==> config.mk <==
export PLATFORM = sky130hd
export DESIGN_NAME = nodcache_core
export DESIGN_NICKNAME = d
export VERILOG_FILES = /design/src/logic/biu_pkg.sv /design/src/logic/nodcache_core.sv
export SDC_FILE = /design/constraint.sdc
export NUM_CORES = 1
export LEC_CHECK = 0
export BUFFER_PORTS_ARGS = -buffer_cell sky130_fd_sc_hd__buf_2
export CORE_ASPECT_RATIO = 2
export CORE_MARGIN = 1.5
export CORE_UTILIZATION = 32
export CTS_BUF_LIST = sky130_fd_sc_hd__clkbuf_4 sky130_fd_sc_hd__clkbuf_8
export DETAILED_ROUTE_END_ITERATION = 10
export GPL_ROUTABILITY_DRIVEN = 1
export SLEW_MARGIN = 40
export SYNTH_ARGS = -nofsm -noshare
export SYNTH_HDL_FRONTEND = slang
export SYNTH_SLANG_ARGS = --single-unit
export TNS_END_PERCENT = 50
==> constraint.sdc <==
create_clock -name clk_i -period 7.1 [get_ports clk_i]
set_input_delay 0.71 -clock clk_i [delete_from_list [all_inputs] [get_ports clk_i]]
set_output_delay 0.71 -clock clk_i [all_outputs]
set_load 0.05 [all_outputs]
==> src/logic/biu_pkg.sv <==
// Bus interface package: size, burst type and protection types, request and response records, default sizes
package biu_pkg;

  ////////////////////
  // Default sizes
  ////////////////////

  // Data and physical address widths
  localparam int DEF_XLEN        = 32;
  localparam int DEF_PLEN        = 32;
  // Scratch memory size in bytes, power of two
  localparam int DEF_MEM_BYTES   = 1024;
  // Entries in each BIU queue
  localparam int DEF_QUEUE_DEPTH = 4;

  ////////////////////
  // Transfer attributes
  ////////////////////

  // Transfer size
  typedef enum logic [1:0] {
    BYTE  = 2'b00,
    HWORD = 2'b01,
    WORD  = 2'b10
  } biu_size_t;

  // Burst type, only SINGLE is executed
  typedef enum logic [2:0] {
    SINGLE = 3'b000,
    INCR   = 3'b001,
    INCR4  = 3'b010,
    INCR8  = 3'b011
  } biu_type_t;

  // Protection bits
  typedef logic [2:0] biu_prot_t;
  localparam biu_prot_t PROT_DATA       = 3'b001;
  localparam biu_prot_t PROT_PRIVILEGED = 3'b010;

  ////////////////////
  // Queue records
  ////////////////////

  // Request as held in the BIU request queue (71 bits)
  typedef struct packed {
    logic [DEF_PLEN-1:0] adr;
    logic [DEF_XLEN-1:0] d;
    biu_size_t           size;
    biu_prot_t           prot;  // only the privileged bit is kept
    logic                we;
    logic                spare; // reserved, always 0
  } biu_req_t;

  // Response as held in the BIU response queue (33 bits)
  typedef struct packed {
    logic [DEF_XLEN-1:0] q;
    logic                err;
  } biu_rsp_t;

endpackage

==> src/logic/nodcache_core.sv <==
// Data-side request hold stage between the CPU port and the BIU strobe handshake
module nodcache_core #(
  parameter int XLEN = biu_pkg::DEF_XLEN,
  parameter int PLEN = biu_pkg::DEF_PLEN
)
(
  input  logic                clk_i,
  input  logic                rst_ni,

  // CPU side
  input  logic                mem_req_i,
  input  logic [PLEN-1:0]     mem_adr_i,
  input  biu_pkg::biu_size_t  mem_size_i,
  input  biu_pkg::biu_type_t  mem_type_i,
  input  logic                mem_lock_i,
  input  biu_pkg::biu_prot_t  mem_prot_i,
  input  logic                mem_we_i,
  input  logic [XLEN-1:0]     mem_d_i,
  output logic [XLEN-1:0]     mem_q_o,
  output logic                mem_ack_o,
  output logic                mem_err_o,

  // BIU side
  output logic                biu_stb_o,
  input  logic                biu_stb_ack_i,
  output logic [PLEN-1:0]     biu_adr_o,
  output biu_pkg::biu_size_t  biu_size_o,
  output biu_pkg::biu_type_t  biu_type_o,
  output logic                biu_lock_o,
  output biu_pkg::biu_prot_t  biu_prot_o,
  output logic                biu_we_o,
  output logic [XLEN-1:0]     biu_d_o,
  input  logic [XLEN-1:0]     biu_q_i,
  input  logic                biu_ack_i,
  input  logic                biu_err_i
);
  import biu_pkg::*;

  ////////////////////
  // Hold registers
  ////////////////////

  logic            hold_req;
  logic [PLEN-1:0] hold_adr;
  logic [XLEN-1:0] hold_d;
  biu_size_t       hold_size;
  biu_type_t       hold_type;
  biu_prot_t       hold_prot;
  logic            hold_lock;
  logic            hold_we;

  // Capture a new request, the held copy stays until the strobe is taken
  always_ff @(posedge clk_i)
  begin
    if (mem_req_i && !hold_req)
    begin
      hold_adr  <= mem_adr_i;
      hold_size <= mem_size_i;
      hold_type <= mem_type_i;
      hold_lock <= mem_lock_i;
      hold_prot <= mem_prot_i;
      hold_we   <= mem_we_i;
      hold_d    <= mem_d_i;
    end
  end

  // Hold flag clears the cycle after the acknowledge
  always_ff @(posedge clk_i)
  begin
    if (!rst_ni)
      hold_req <= 1'b0;
    else
      hold_req <= (mem_req_i | hold_req) & ~biu_stb_ack_i;
  end

  ////////////////////
  // Strobe to BIU
  ////////////////////

  // Live request in its first cycle, held copy after that
  assign biu_stb_o  = mem_req_i | hold_req;
  assign biu_adr_o  = hold_req ? hold_adr  : mem_adr_i;
  assign biu_size_o = hold_req ? hold_size : mem_size_i;
  assign biu_type_o = hold_req ? hold_type : mem_type_i;
  assign biu_lock_o = hold_req ? hold_lock : mem_lock_i;
  assign biu_prot_o = hold_req ? hold_prot : mem_prot_i;
  assign biu_we_o   = hold_req ? hold_we   : mem_we_i;
  assign biu_d_o    = hold_req ? hold_d    : mem_d_i;

  // Responses go straight back to the CPU
  assign mem_q_o   = biu_q_i;
  assign mem_ack_o = biu_ack_i;
  assign mem_err_o = biu_err_i;

endmodule

==> results of run 1 <==
registers in the layout (all words and copies together) (netlist names):
signal / cells
hold_size: 2
hold_prot: 3
hold_we: 1
hold_type: 3
hold_adr: 32
hold_d: 32
hold_lock: 1
hold_req: 1
stage by stage:
step           area (um2)  total power, mW  util, %  hold slack, ns  setup slack (ns)
2_1_floorplan        3570            0.771        -           0.809              2.63
3_3_place_gp         4210            0.775     38.7           0.899              4.45
3_5_place_dp         4210            0.778     38.7           0.903              4.64
4_1_cts              4420             1.13     40.6           0.520              4.25
5_1_grt              4420             1.15     40.6           0.523              4.16
6_report             4420             1.11     40.6           0.551              4.30
path summary, 6_finish.rpt:
check	start	endpoint	slack, ns	cells past startpoint
worst max register to register	hold_req	hold_type[1]	5.21	3
worst min-delay path	mem_adr_i[10]	hold_adr[10]	0.55	1
worst max-delay path	hold_req	biu_adr_o[5]	4.30	3
worst min register to register	hold_req	hold_req	1.35	3
cell families (layout without fill, tap and decap cells):
family / count (synthesis) / count (layout) / share of synthesized area (%)
buffers and inverters: 42 / 168 / 9.05
flip-flops: 75 / 75 / 62.9
multiplexers: 74 / 74 / 27.5
other: 0 / 1 / 0
AND/OR/NAND/NOR: 3 / 3 / 0.597
per-layer routing:
| layer | global-route usage, % | up-vias | wire length [um] |
|---|---|---|---|
| met5 | 0 | - | 0 |
| met4 | 9.18 | 0 | 358 |
| met3 | 3.59 | 37 | 570 |
| met2 | 21.9 | 87 | 3800 |
| met1 | 12.2 | 960 | 2420 |
| li1 | - | 945 | - |
synthesized netlist by cell type (all sizes together):
master	number	area share, %
and3b	1	0.25
or2	1	0.18
mux2	74	27
dfxtp	1	0.56
buf	42	9.1
edfxtp	74	62
nor2b	1	0.18
power by group through the flow:
stage | Clock, mW | Sequential, mW | Combinational [mW]
finish | 0.343 | 0.526 | 0.240
global placement | 0 | 0.535 | 0.240
detailed placement | 0 | 0.536 | 0.243
floorplan | 0 | 0.534 | 0.237
global route | 0.373 | 0.529 | 0.251
CTS | 0.360 | 0.526 | 0.243
cell type report:
class	count	area, um2
sequential	75	2250
antenna	1	2.50
clock buffer	9	124
multi-input combinational	77	1010
tap	140	175
timing repair buffer	154	783
clock inverter	5	80.1
fill	1018	6460
critical path, cell delays in order, from the launching register on:
cell	delay, ns
sky130_fd_sc_hd__dfxtp_4	0.51
sky130_fd_sc_hd__buf_6	0.55
sky130_fd_sc_hd__mux2_2	0.40
sky130_fd_sc_hd__buf_2	0.21
==> results.txt, run 1 <==
----------------------------------------------------
[Status]
  Status ... finished clean

[Layout]
  Number of nets in the final layout ... 429
  Final instance count without filler cells ... around 460
  Layout Area Growth over Synthesis ... 23.9%
  Commonest non-fill, non-tap cell in the layout ... sky130_fd_sc_hd__buf_2
  Ratio of cells with drive above 1 in the final layout ... about three quarters
  Most frequent cells in the layout ... sky130_fd_sc_hd__buf_2 (152), sky130_fd_sc_hd__edfxtp_1 (74), sky130_fd_sc_hd__mux2_4 (39)

[Synth]
  Syn_area_per_cell ... roughly 18 um2
  Yosys warnings ... 0
  Mapped Nets ... 306
  Number of distinct standard cells referenced by the synthesized netlist ... 10
  Cell Area, Synth ... between 3000 and 4000 um2
  Number of synthesized register bits ... 75
  Register area share after synthesis ... a little over three fifths
  Instance count of the mapped netlist ... 194

[Floorplan]
  Starting density of the core ... roughly a third
  Die Area ... ~12,000 um2
  Number of standard-cell rows in the floorplan ... 54
  Core footprint ... ~11,000 um2
  Chip height ... between 150 and 200 um
  I/O pin total ... between 200 and 250
  Chip Width ... between 70 and 80 um

[Drt]
  Detailed-routing iteration count for the pre-antenna-repair pass ... 3
  DR vias ... 2,029
  DRC viols ... 0
  Drt first-iter violations ... between 80 and 90
  Routed wire length ... slightly above 7000 um
  Vias per cell ... around 4.4
  Routed wire per std cell ... 15.5 um
  Post-route antenna net violation count ... 0

[STA]
  Fin crit period ... 2.80 ns
  Part of the cycle the worst path needs ... 39.4%
  Fin. max-slew vios ... 0
  Slew of the pin with the lowest slew margin ... 0.686 ns
  Max_slew headroom ... 54.3%
  Maximum frequency from static timing analysis ... around 360 MHz
  Total setup violations reported at the end of the flow ... 0
  Clock tree skew after final layout ... around 0.011 ns
  RSZ-0062 raised after global routing ... no
  Setup_tns ... 0 ns
  Count of final hold-check violations ... 0

[Pwr]
  Relative contribution of the clock network to total power ... between 30 and 40%
  Combinational group share of total power ... a little over a fifth
  Power Density ... approximately 250 nW/um2
  Leakage ... ~1.9 nW
  Switching share of power ... slightly below 30%
  Power spent charging and discharging nets ... ~0.32 mW
  Proportion of power drawn by flip-flops and latches ... between 40% and 50%
  Internal power of the cells ... around 0.8 mW
  Maximum vdd ir drop ... around 120 uV

[GRT]
  Overall Global Routing Usage ... around an eighth
  GRT Residual Overflow ... 0
  Number of global-route vias before repair ... between 2,000 and 2,500
  First-pass GRT wire length ... between 10,000 and 15,000 um
  Number of antenna violations at the first check in global routing ... 0
  Maximum number of pins on one net before global-route repair ... 75

[Place]
  Half-perimeter wire length of the detailed placement result ... between 5000 and 6000 um
  Placer congestion estimate ... between 0.7 and 0.8
  Port Buffer Count ... around 150
  Number of placed instances with taps included ... roughly 450

[CTS]
  Maximum buffer depth of the clock tree ... 2
  Clock tree sinks ... 75
  Post-CTS Setup Bufs ... 0
  Total clock buffers created by CTS ... 9
  Number of instances resized during post-cts repair ... 0
  Hold-fix buffers at CTS ... 0
  Master cell of the clock root buffer ... sky130_fd_sc_hd__clkbuf_8
  Skew-Pair Late Insertion Delay ... ~0.34 ns
  H-tree levels ... 3
  Clock slew at reported path FFs ... ~0.080 ns
  TritonCTS clock tree ... built

[Setup path]
  Required time reported for the critical path endpoint ... approximately 6.4 ns
  Kind of capture point of the worst setup path ... primary output
  Category of the most critical setup path ... reg2out
  Crit path arrival time ... between 2 and 2.5 ns
  Max Fanout on Critical Path ... 62
  Startpoint class of the critical path ... register

[Min path]
  Hold Path Class ... in2reg

[Run]
  Number of maximum-capacitance violations ... 0

----------------------------------------------------
Power figures use the tool's default switching activity.
==> inputs of run 2 (changes only) <==
==> constraint.sdc (replaced) <==
create_clock -name clk_i -period 2.6 [get_ports clk_i]
set_input_delay 0.26 -clock clk_i [delete_from_list [all_inputs] [get_ports clk_i]]
set_output_delay 0.26 -clock clk_i [all_outputs]
set_load 0.05 [all_outputs]
==> run 2 against run 1 <==
Against the previous run: via count grew 1.6%; global-route usage shrank 0.21 points; combinational power grew to 2.7 times the previous value; count of clock-buffer cells in the layout grew 2; clock power grew to 3.1 times the previous value; sequential cell count is the same; core utilization grew 0.52 points; clock skew is essentially flat; cell area grew 1.3%; power grew to 2.9 times the previous value; routed wire length grew 0.69%.
==> results.txt, run 2 (synthesized netlist as in run 1, its figures left out) <==
----------------------------------------------------
[STA]
  Setup_tns ... 0 ns (unchanged)
  Count of final hold-check violations ... 0 (unchanged)
  Part of the cycle the worst path needs ... 87.2%
  Total setup violations reported at the end of the flow ... 0 (unchanged)
  Maximum frequency from static timing analysis ... approximately 440 MHz
  Clock tree skew after final layout ... 0.0109 ns (was 0.0108 ns)
  Fin crit period ... 2.27 ns
  Max_slew headroom ... 56.7% (was 54.3%)
  Fin. max-slew vios ... 0 (unchanged)
  RSZ-0062 raised after global routing ... no (unchanged)
  Slew of the pin with the lowest slew margin ... 0.650 ns (was 0.686 ns)

[Pwr]
  Power Density ... 707 nW/um2 (was 251 nW/um2)
  Power spent charging and discharging nets ... 0.883 mW (was 0.322 mW)
  Relative contribution of the clock network to total power ... 33.8% (was 31.0%)
  Maximum vdd ir drop ... 329 uV (was 124 uV)
  Combinational group share of total power ... 20.6% (was 21.6%)
  Proportion of power drawn by flip-flops and latches ... 45.6% (was 47.4%)
  Leakage ... 1.89 nW (was 1.86 nW)
  Switching share of power ... 27.9% (was 29.0%)
  Internal power of the cells ... 2.28 mW (was 0.787 mW)

[Setup path]
  Cell breakdown of the critical path ... buf_4 -> mux2_2 -> buf_2 (was buf_6 -> mux2_2 -> buf_2)
  Longest individual stage delay on the worst path ... 0.78 ns (was 0.55 ns)
  Required time reported for the critical path endpoint ... 2.34 ns (was 6.39 ns)
  Max Fanout on Critical Path ... 43 (was 62)
  Kind of capture point of the worst setup path ... primary output (unchanged)
  Startpoint class of the critical path ... register (unchanged)
  Crit path arrival time ... 2.01 ns (was 2.09 ns)
  Category of the most critical setup path ... reg2out (unchanged)
  Slowest CP cell ... sky130_fd_sc_hd__dfxtp_4 (was sky130_fd_sc_hd__buf_6)

[GRT]
  GRT Residual Overflow ... 0 (unchanged)
  Maximum number of pins on one net before global-route repair ... 47 (was 75)
  Overall Global Routing Usage ... 12.3% (was 12.5%)
  First-pass GRT wire length ... 11,100 um (was 11,200 um)
  Number of global-route vias before repair ... 2,229 (was 2,212)
  Number of antenna violations at the first check in global routing ... 1 (was 0)

[Layout]
  Final instance count without filler cells ... 465 (was 461)
  Most frequent cells in the layout ... sky130_fd_sc_hd__buf_2 (152), sky130_fd_sc_hd__edfxtp_1 (74), sky130_fd_sc_hd__mux2_4 (39) (unchanged)
  Layout Area Growth over Synthesis ... 25.5% (was 23.9%)
  Number of nets in the final layout ... 431 (was 429)
  Ratio of cells with drive above 1 in the final layout ... 76.2% (was 76.3%)
  Biggest regs ... hold_adr x32, hold_d x32 (unchanged)
  Commonest non-fill, non-tap cell in the layout ... sky130_fd_sc_hd__buf_2 (unchanged)
  Fillers ... 1,036 (was 1,018)

[Place]
  Number of placed instances with taps included ... 448 (was 446)
  Placer congestion estimate ... 0.784 (was 0.701)
  Port Buffer Count ... 152 (unchanged)
  Half-perimeter wire length of the detailed placement result ... 5380 um (was 5280 um)

[CTS]
  Number of instances resized during post-cts repair ... 0 (unchanged)
  Clock slew at reported path FFs ... 0.08 ns (about the same)
  Post-CTS Setup Bufs ... 0 (unchanged)
  Clock tree sinks ... 75 (unchanged)
  Skew-Pair Late Insertion Delay ... 0.34 ns (about the same)
  H-tree levels ... 3 (unchanged)
  Hold-fix buffers at CTS ... 0 (unchanged)
  Total clock buffers created by CTS ... 9 (unchanged)
  TritonCTS clock tree ... built (unchanged)
  Master cell of the clock root buffer ... sky130_fd_sc_hd__clkbuf_8 (unchanged)
  Maximum buffer depth of the clock tree ... 2 (unchanged)

[Drt]
  Post-route antenna net violation count ... 0 (unchanged)
  DRC viols ... 0 (unchanged)
  Detailed-routing iteration count for the pre-antenna-repair pass ... 5 (was 3)
  Drt first-iter violations ... 77 (was 87)
  Routed wire length ... 7200 um (was 7150 um)
  Vias per cell ... 4.43 (was 4.40)
  DR vias ... 2,061 (was 2,029)
  Routed wire per std cell ... 15.5 um (about the same)

[Floorplan]
  Chip height ... 152 um (unchanged)
  Core footprint ... 10,900 um2 (unchanged)
  Die Area ... 11,800 um2 (unchanged)
  Chip Width ... 77.6 um (unchanged)
  Number of standard-cell rows in the floorplan ... 54 (unchanged)
  I/O pin total ... 221 (unchanged)
  Starting density of the core ... 32.8% (unchanged)

[Status]
  Status ... finished clean (unchanged)

[Run]
  Number of maximum-capacitance violations ... 0 (unchanged)

[Min path]
  Hold Path Class ... in2reg (unchanged)

----------------------------------------------------
[run 2: changes by cell type in the layout (fill, tap and decap cells not counted), sizes merged]
cell      before  now
bufinv         2    3
clkbuf         9   11
clkinvlp       2    1
buf          154  156
[run 2: power by group through the flow]
stage,combinational [mW],sequential (mW),clock [mW]
after floorplan,0.649,1.45,0
after global placement,0.654,1.47,0
after detailed placement,0.659,1.47,0
after CTS,0.659,1.44,1.11
after global routing,0.682,1.45,1.15
final,0.653,1.44,1.07
[run 2: worst paths after layout]
check	from	endpoint	slack, ns	depth (start not counted)
worst min-delay path	mem_adr_i[26]	hold_adr[26]	0.10	1
worst max-delay path	hold_req	biu_adr_o[13]	0.33	3
worst max register to register	hold_req	hold_adr[15]	0.98	2
worst min register to register	hold_req	hold_req	1.07	2
[run 2: layer usage]
metal  wire [um]  share of wire (%)  global-route usage [%]  vias up
met2        4060                 56                    22.4      102
li1            -                  -                       -      950
met5           0                  0                       0        -
met1        2410                 33                    11.8      986
met4         314                4.4                    8.66        0
met3         422                5.9                    2.75       23
[run 2: critical path: cells and delay by family (launching register included)]
family	cells	cell delay, ns
DFF	1	0.78
muxes	1	0.35
buffers and inverters	2	0.53
[run 2: cell type report]
cell class	count	area [um2]	area share, %
clock inverters	5	101	2.26
well taps	140	175	3.91
repair buffers	156	803	17.9
clock buffers	11	139	3.10
multi-input cells	77	1010	22.5
flip-flops and latches	75	2250	50.2
diodes	1	2.50	0.0559
[run 2: metrics by stage]
step / setup WS [ns] / total power [mW] / utilization (%) / instance area [um2] / hold slack [ns]
after floorplan: 0.442 / 2.10 / - / 3570 / 0.359
final: 0.333 / 3.16 / 41.1 / 4480 / 0.103
after CTS: 0.270 / 3.21 / 41.1 / 4470 / 0.0800
after detailed placement: 0.658 / 2.13 / 38.9 / 4230 / 0.451
after global routing: 0.211 / 3.28 / 41.1 / 4480 / 0.0794
after global placement: 0.670 / 2.12 / 38.9 / 4230 / 0.450
==> inputs of run 3 (changes only) <==
--- a/config.mk
+++ b/config.mk
@@ -5,6 +5,7 @@
 export SDC_FILE = /design/constraint.sdc
 export NUM_CORES = 1
 export LEC_CHECK = 0
+export ABC_AREA = 1
 export BUFFER_PORTS_ARGS = -buffer_cell sky130_fd_sc_hd__buf_2
 export CORE_ASPECT_RATIO = 2
 export CORE_MARGIN = 1.5
@@ -12,6 +13,7 @@
 export CTS_BUF_LIST = sky130_fd_sc_hd__clkbuf_4 sky130_fd_sc_hd__clkbuf_8
 export DETAILED_ROUTE_END_ITERATION = 10
 export GPL_ROUTABILITY_DRIVEN = 1
+export MAX_ROUTING_LAYER = met4
 export SLEW_MARGIN = 40
 export SYNTH_ARGS = -nofsm -noshare
 export SYNTH_HDL_FRONTEND = slang
==> run 3 against run 2 <==
Against the previous run: power fell by 0.62%; sequential share of layout area rose by 1.6 points; die area fell by 1.9%; routed wire length rose by 24%; global-route usage rose by 3.6 points; clock skew fell by 0.0027 ns; clock power barely moved; critical path type unchanged; combinational power rose by 1%.
==> results.txt, run 3 <==
----------------------------------------------------
[CTS]
  TritonCTS clock tree ... built (unchanged)
  Hold-fix buffers at CTS ... 0 (unchanged)
  Total clock buffers created by CTS ... 9 (unchanged)
  Number of instances resized during post-cts repair ... 0 (unchanged)
  Skew-Pair Late Insertion Delay ... 0.35 ns (was 0.34 ns)
  Clock tree sinks ... 75 (unchanged)
  Clock slew at reported path FFs ... 0.08 ns (about the same)
  Master cell of the clock root buffer ... sky130_fd_sc_hd__clkbuf_8 (unchanged)
  Post-CTS Setup Bufs ... 0 (unchanged)
  H-tree levels ... 3 (unchanged)
  Maximum buffer depth of the clock tree ... 2 (unchanged)

[Floorplan]
  Starting density of the core ... 33.2% (was 32.8%)
  Number of standard-cell rows in the floorplan ... 53 (was 54)
  Chip Width ... 76.9 um (was 77.6 um)
  Chip height ... 151 um (was 152 um)
  Core footprint ... 10,500 um2 (was 10,900 um2)
  I/O pin total ... 221 (unchanged)
  Die Area ... 11,600 um2 (was 11,800 um2)

[Synth]
  Number of synthesized register bits ... 75 (unchanged)
  Area share of the largest cell type after synthesis ... 63.5% (was 62.3%)
  Cells taking the most area after synthesis ... sky130_fd_sc_hd__edfxtp_1 (64%), sky130_fd_sc_hd__nand2_1 (24%), sky130_fd_sc_hd__buf_4 (7.5%), sky130_fd_sc_hd__buf_6 (2.6%), sky130_fd_sc_hd__buf_2 (1.0%) (was sky130_fd_sc_hd__edfxtp_1 (62%), sky130_fd_sc_hd__mux2_4 (16%), sky130_fd_sc_hd__mux2_2 (11%), sky130_fd_sc_hd__buf_4 (7.4%), sky130_fd_sc_hd__buf_6 (1.3%))
  Cell Area, Synth ... 3500 um2 (was 3570 um2)
  Yosys warnings ... 0 (unchanged)
  Mapped Nets ... 468 (was 306)
  EDFF count, synth ... 74 (unchanged)
  Number of distinct standard cells referenced by the synthesized netlist ... 10 (unchanged)
  Cell accounting for the most synthesized area ... sky130_fd_sc_hd__edfxtp_1 (unchanged)
  Proportion of synthesized flip-flops having asynchronous set or reset ... 0% (unchanged)
  Syn_area_per_cell ... 9.82 um2 (was 18.4 um2)
  Top FF cell, synth ... sky130_fd_sc_hd__edfxtp_1 (unchanged)
  Instance count of the mapped netlist ... 356 (was 194)
  Most frequent cell after synthesis ... sky130_fd_sc_hd__nand2_1 (was sky130_fd_sc_hd__edfxtp_1)
  Register area share after synthesis ... 64.1% (was 62.9%)
  Commonest cells in the synthesized netlist ... sky130_fd_sc_hd__nand2_1 (223), sky130_fd_sc_hd__edfxtp_1 (74), sky130_fd_sc_hd__buf_4 (35), sky130_fd_sc_hd__buf_6 (8), sky130_fd_sc_hd__buf_2 (7) (was sky130_fd_sc_hd__edfxtp_1 (74), sky130_fd_sc_hd__mux2_4 (39), sky130_fd_sc_hd__buf_4 (35), sky130_fd_sc_hd__mux2_2 (35), sky130_fd_sc_hd__buf_6 (4))

[Place]
  Half-perimeter wire length of the detailed placement result ... 6710 um (was 5380 um)
  Port Buffer Count ... 152 (unchanged)
  Placer congestion estimate ... 0.812 (was 0.784)

[Drt]
  DRC viols ... 0 (unchanged)
  Drt first-iter violations ... 112 (was 77)
  Vias per cell ... 4.41 (was 4.43)
  DR vias ... 2,727 (was 2,061)
  Detailed-routing iteration count for the pre-antenna-repair pass ... 6 (was 5)
  Post-route antenna net violation count ... 0 (unchanged)
  Routed wire length ... 8950 um (was 7200 um)
  Routed wire per std cell ... 14.5 um (was 15.5 um)

[Pwr]
  Switching share of power ... 30.4% (was 27.9%)
  Internal power of the cells ... 2.19 mW (was 2.28 mW)
  Leakage ... 2.13 nW (was 1.89 nW)
  Power spent charging and discharging nets ... 0.955 mW (was 0.883 mW)
  Power Density ... 725 nW/um2 (was 707 nW/um2)
  Combinational group share of total power ... 21.1% (was 20.6%)
  Total power ... 3.14 mW (was 3.16 mW)
  Relative contribution of the clock network to total power ... 33.2% (was 33.8%)
  Maximum vdd ir drop ... 419 uV (was 329 uV)
  Proportion of power drawn by flip-flops and latches ... 45.7% (was 45.6%)

[Setup path]
  Max Fanout on Critical Path ... 49 (was 43)
  Cell with the most instances on the worst path ... sky130_fd_sc_hd__nand2_1
  Depth of the worst register-to-register path ... 2 (unchanged)
  Startpoint class of the critical path ... register (unchanged)
  Bufs and invs on worst path ... 2 (unchanged)
  Cell breakdown of the critical path ... buf_12 -> nand2_1 -> nand2_1 -> buf_2 (was buf_4 -> mux2_2 -> buf_2)
  Slowest CP cell ... sky130_fd_sc_hd__dfxtp_2 (was sky130_fd_sc_hd__dfxtp_4)
  FF-to-FF setup slack ... 1.03 ns (was 0.98 ns)
  Longest individual stage delay on the worst path ... 0.72 ns (was 0.78 ns)
  Largest delay contributor family on the critical path ... flip-flops (unchanged)
  Capture point of the worst reg-to-reg path ... hold_d[8] (was hold_adr[15])
  Kind of capture point of the worst setup path ... primary output (unchanged)
  Worst r2r src ... hold_req (unchanged)
  Required time reported for the critical path endpoint ... 2.34 ns (about the same)
  Crit path arrival time ... 1.85 ns (was 2.01 ns)
  Category of the most critical setup path ... reg2out (unchanged)

[Layout]
  Commonest non-fill, non-tap cell in the layout ... sky130_fd_sc_hd__nand2_1 (was sky130_fd_sc_hd__buf_2)
  Most frequent cells in the layout ... sky130_fd_sc_hd__nand2_1 (223), sky130_fd_sc_hd__buf_2 (152), sky130_fd_sc_hd__edfxtp_1 (74) (was sky130_fd_sc_hd__buf_2 (152), sky130_fd_sc_hd__edfxtp_1 (74), sky130_fd_sc_hd__mux2_4 (39))
  Ratio of cells with drive above 1 in the final layout ... 36.2% (was 76.2%)
  Layout Area Growth over Synthesis ... 23.9% (was 25.5%)
  Biggest regs ... hold_adr x32, hold_d x32 (unchanged)
  Number of nets in the final layout ... 585 (was 431)

[STA]
  Fin. max-slew vios ... 0 (unchanged)
  RSZ-0062 raised after global routing ... no (unchanged)
  Part of the cycle the worst path needs ... 81.3% (was 87.2%)
  Max_slew headroom ... 59.7% (was 56.7%)
  Setup_tns ... 0 ns (unchanged)
  Hold Slack ... 0.0939 ns (was 0.103 ns)
  Total setup violations reported at the end of the flow ... 0 (unchanged)
  Slew of the pin with the lowest slew margin ... 0.605 ns (was 0.650 ns)
  Fin crit period ... 2.11 ns (was 2.27 ns)
  Maximum frequency from static timing analysis ... 473 MHz (was 441 MHz)
  Clock tree skew after final layout ... 0.00826 ns (was 0.0109 ns)
  Count of final hold-check violations ... 0 (unchanged)

[GRT]
  Overall Global Routing Usage ... 15.9% (was 12.3%)
  Number of antenna violations at the first check in global routing ... 3 (was 1)
  GRT Residual Overflow ... 0 (unchanged)
  Maximum number of pins on one net before global-route repair ... 50 (was 47)
  First-pass GRT wire length ... 13,400 um (was 11,100 um)
  Number of global-route vias before repair ... 2,655 (was 2,229)

[Min path]
  Hold Path Class ... in2reg (unchanged)
  Worst Hold Depth ... 1 (unchanged)
  End point of the worst hold path ... hold_adr[10] (was hold_adr[26])
  Worst min-delay path startpoint ... mem_adr_i[10] (was mem_adr_i[26])

[Run]
  Number of maximum-capacitance violations ... 0 (unchanged)

[Status]
  Status ... finished clean (unchanged)

----------------------------------------------------
[run 3: cells by family (layout without fill, tap and decap cells)]
family        Yosys count  in the layout  share of synthesized area [%]
buf+inv                55            177                           11.6
other cells             0              3                              0
flops                  75             75                           64.1
simple gates          226            226                           24.3
[run 3: how the worst max path moves through the flow]
stage,from,to,slack [ns],cells past startpoint
3_3_place_gp,hold_req,biu_adr_o[2],0.85,4
6_report,hold_req,biu_adr_o[28],0.49,4
5_1_grt,hold_req,biu_adr_o[28],0.35,4
2_1_floorplan,hold_req,hold_adr[0],0.48,3
4_1_cts,hold_req,biu_adr_o[31],0.44,4
3_5_place_dp,hold_req,biu_adr_o[2],0.84,4
[run 3: cell type report]
class	instances	area, um2
diodes	3	7.51
clock buffers	9	124
clock inverters	7	106
fillers	1100	6210
inverters	4	15.0
multi-input cells	226	856
flip-flops and latches	75	2240
well taps	137	171
repair buffers	157	811
[run 3: stage by stage]
stage | cell area, um2 | utilization [%] | worst slack [ns] | std cells
after global placement | 4100 | 38.9 | 0.851 | 599
after detailed placement | 4100 | 38.9 | 0.840 | 599
after global routing | 4330 | 41.1 | 0.350 | 618
after CTS | 4330 | 41.0 | 0.441 | 615
final | 4330 | 41.1 | 0.487 | 618
after floorplan | 3500 | - | 0.480 | 356
[run 3: worst reg2reg max path, delay by kind of cell, from the launching register on]
family                 cells  cell delay (ns)
buffers and inverters      1             0.50
flip-flops                 1             0.51
AND/OR/NAND/NOR            1             0.18
[run 3: routing by layer]
layer	global-route usage [%]	routed length, um
met5	-	0
met4	14.4	656
met3	3.49	555
met2	28.0	4900
met1	14.0	2840
[run 3: power groups by stage]
stage,Clock [mW],Combinational [mW],Sequential (mW)
finish,1.04,0.662,1.44
floorplan,0,0.624,1.45
global route,1.12,0.705,1.45
CTS,1.07,0.670,1.44
global placement,0,0.665,1.46
detailed placement,0,0.669,1.47
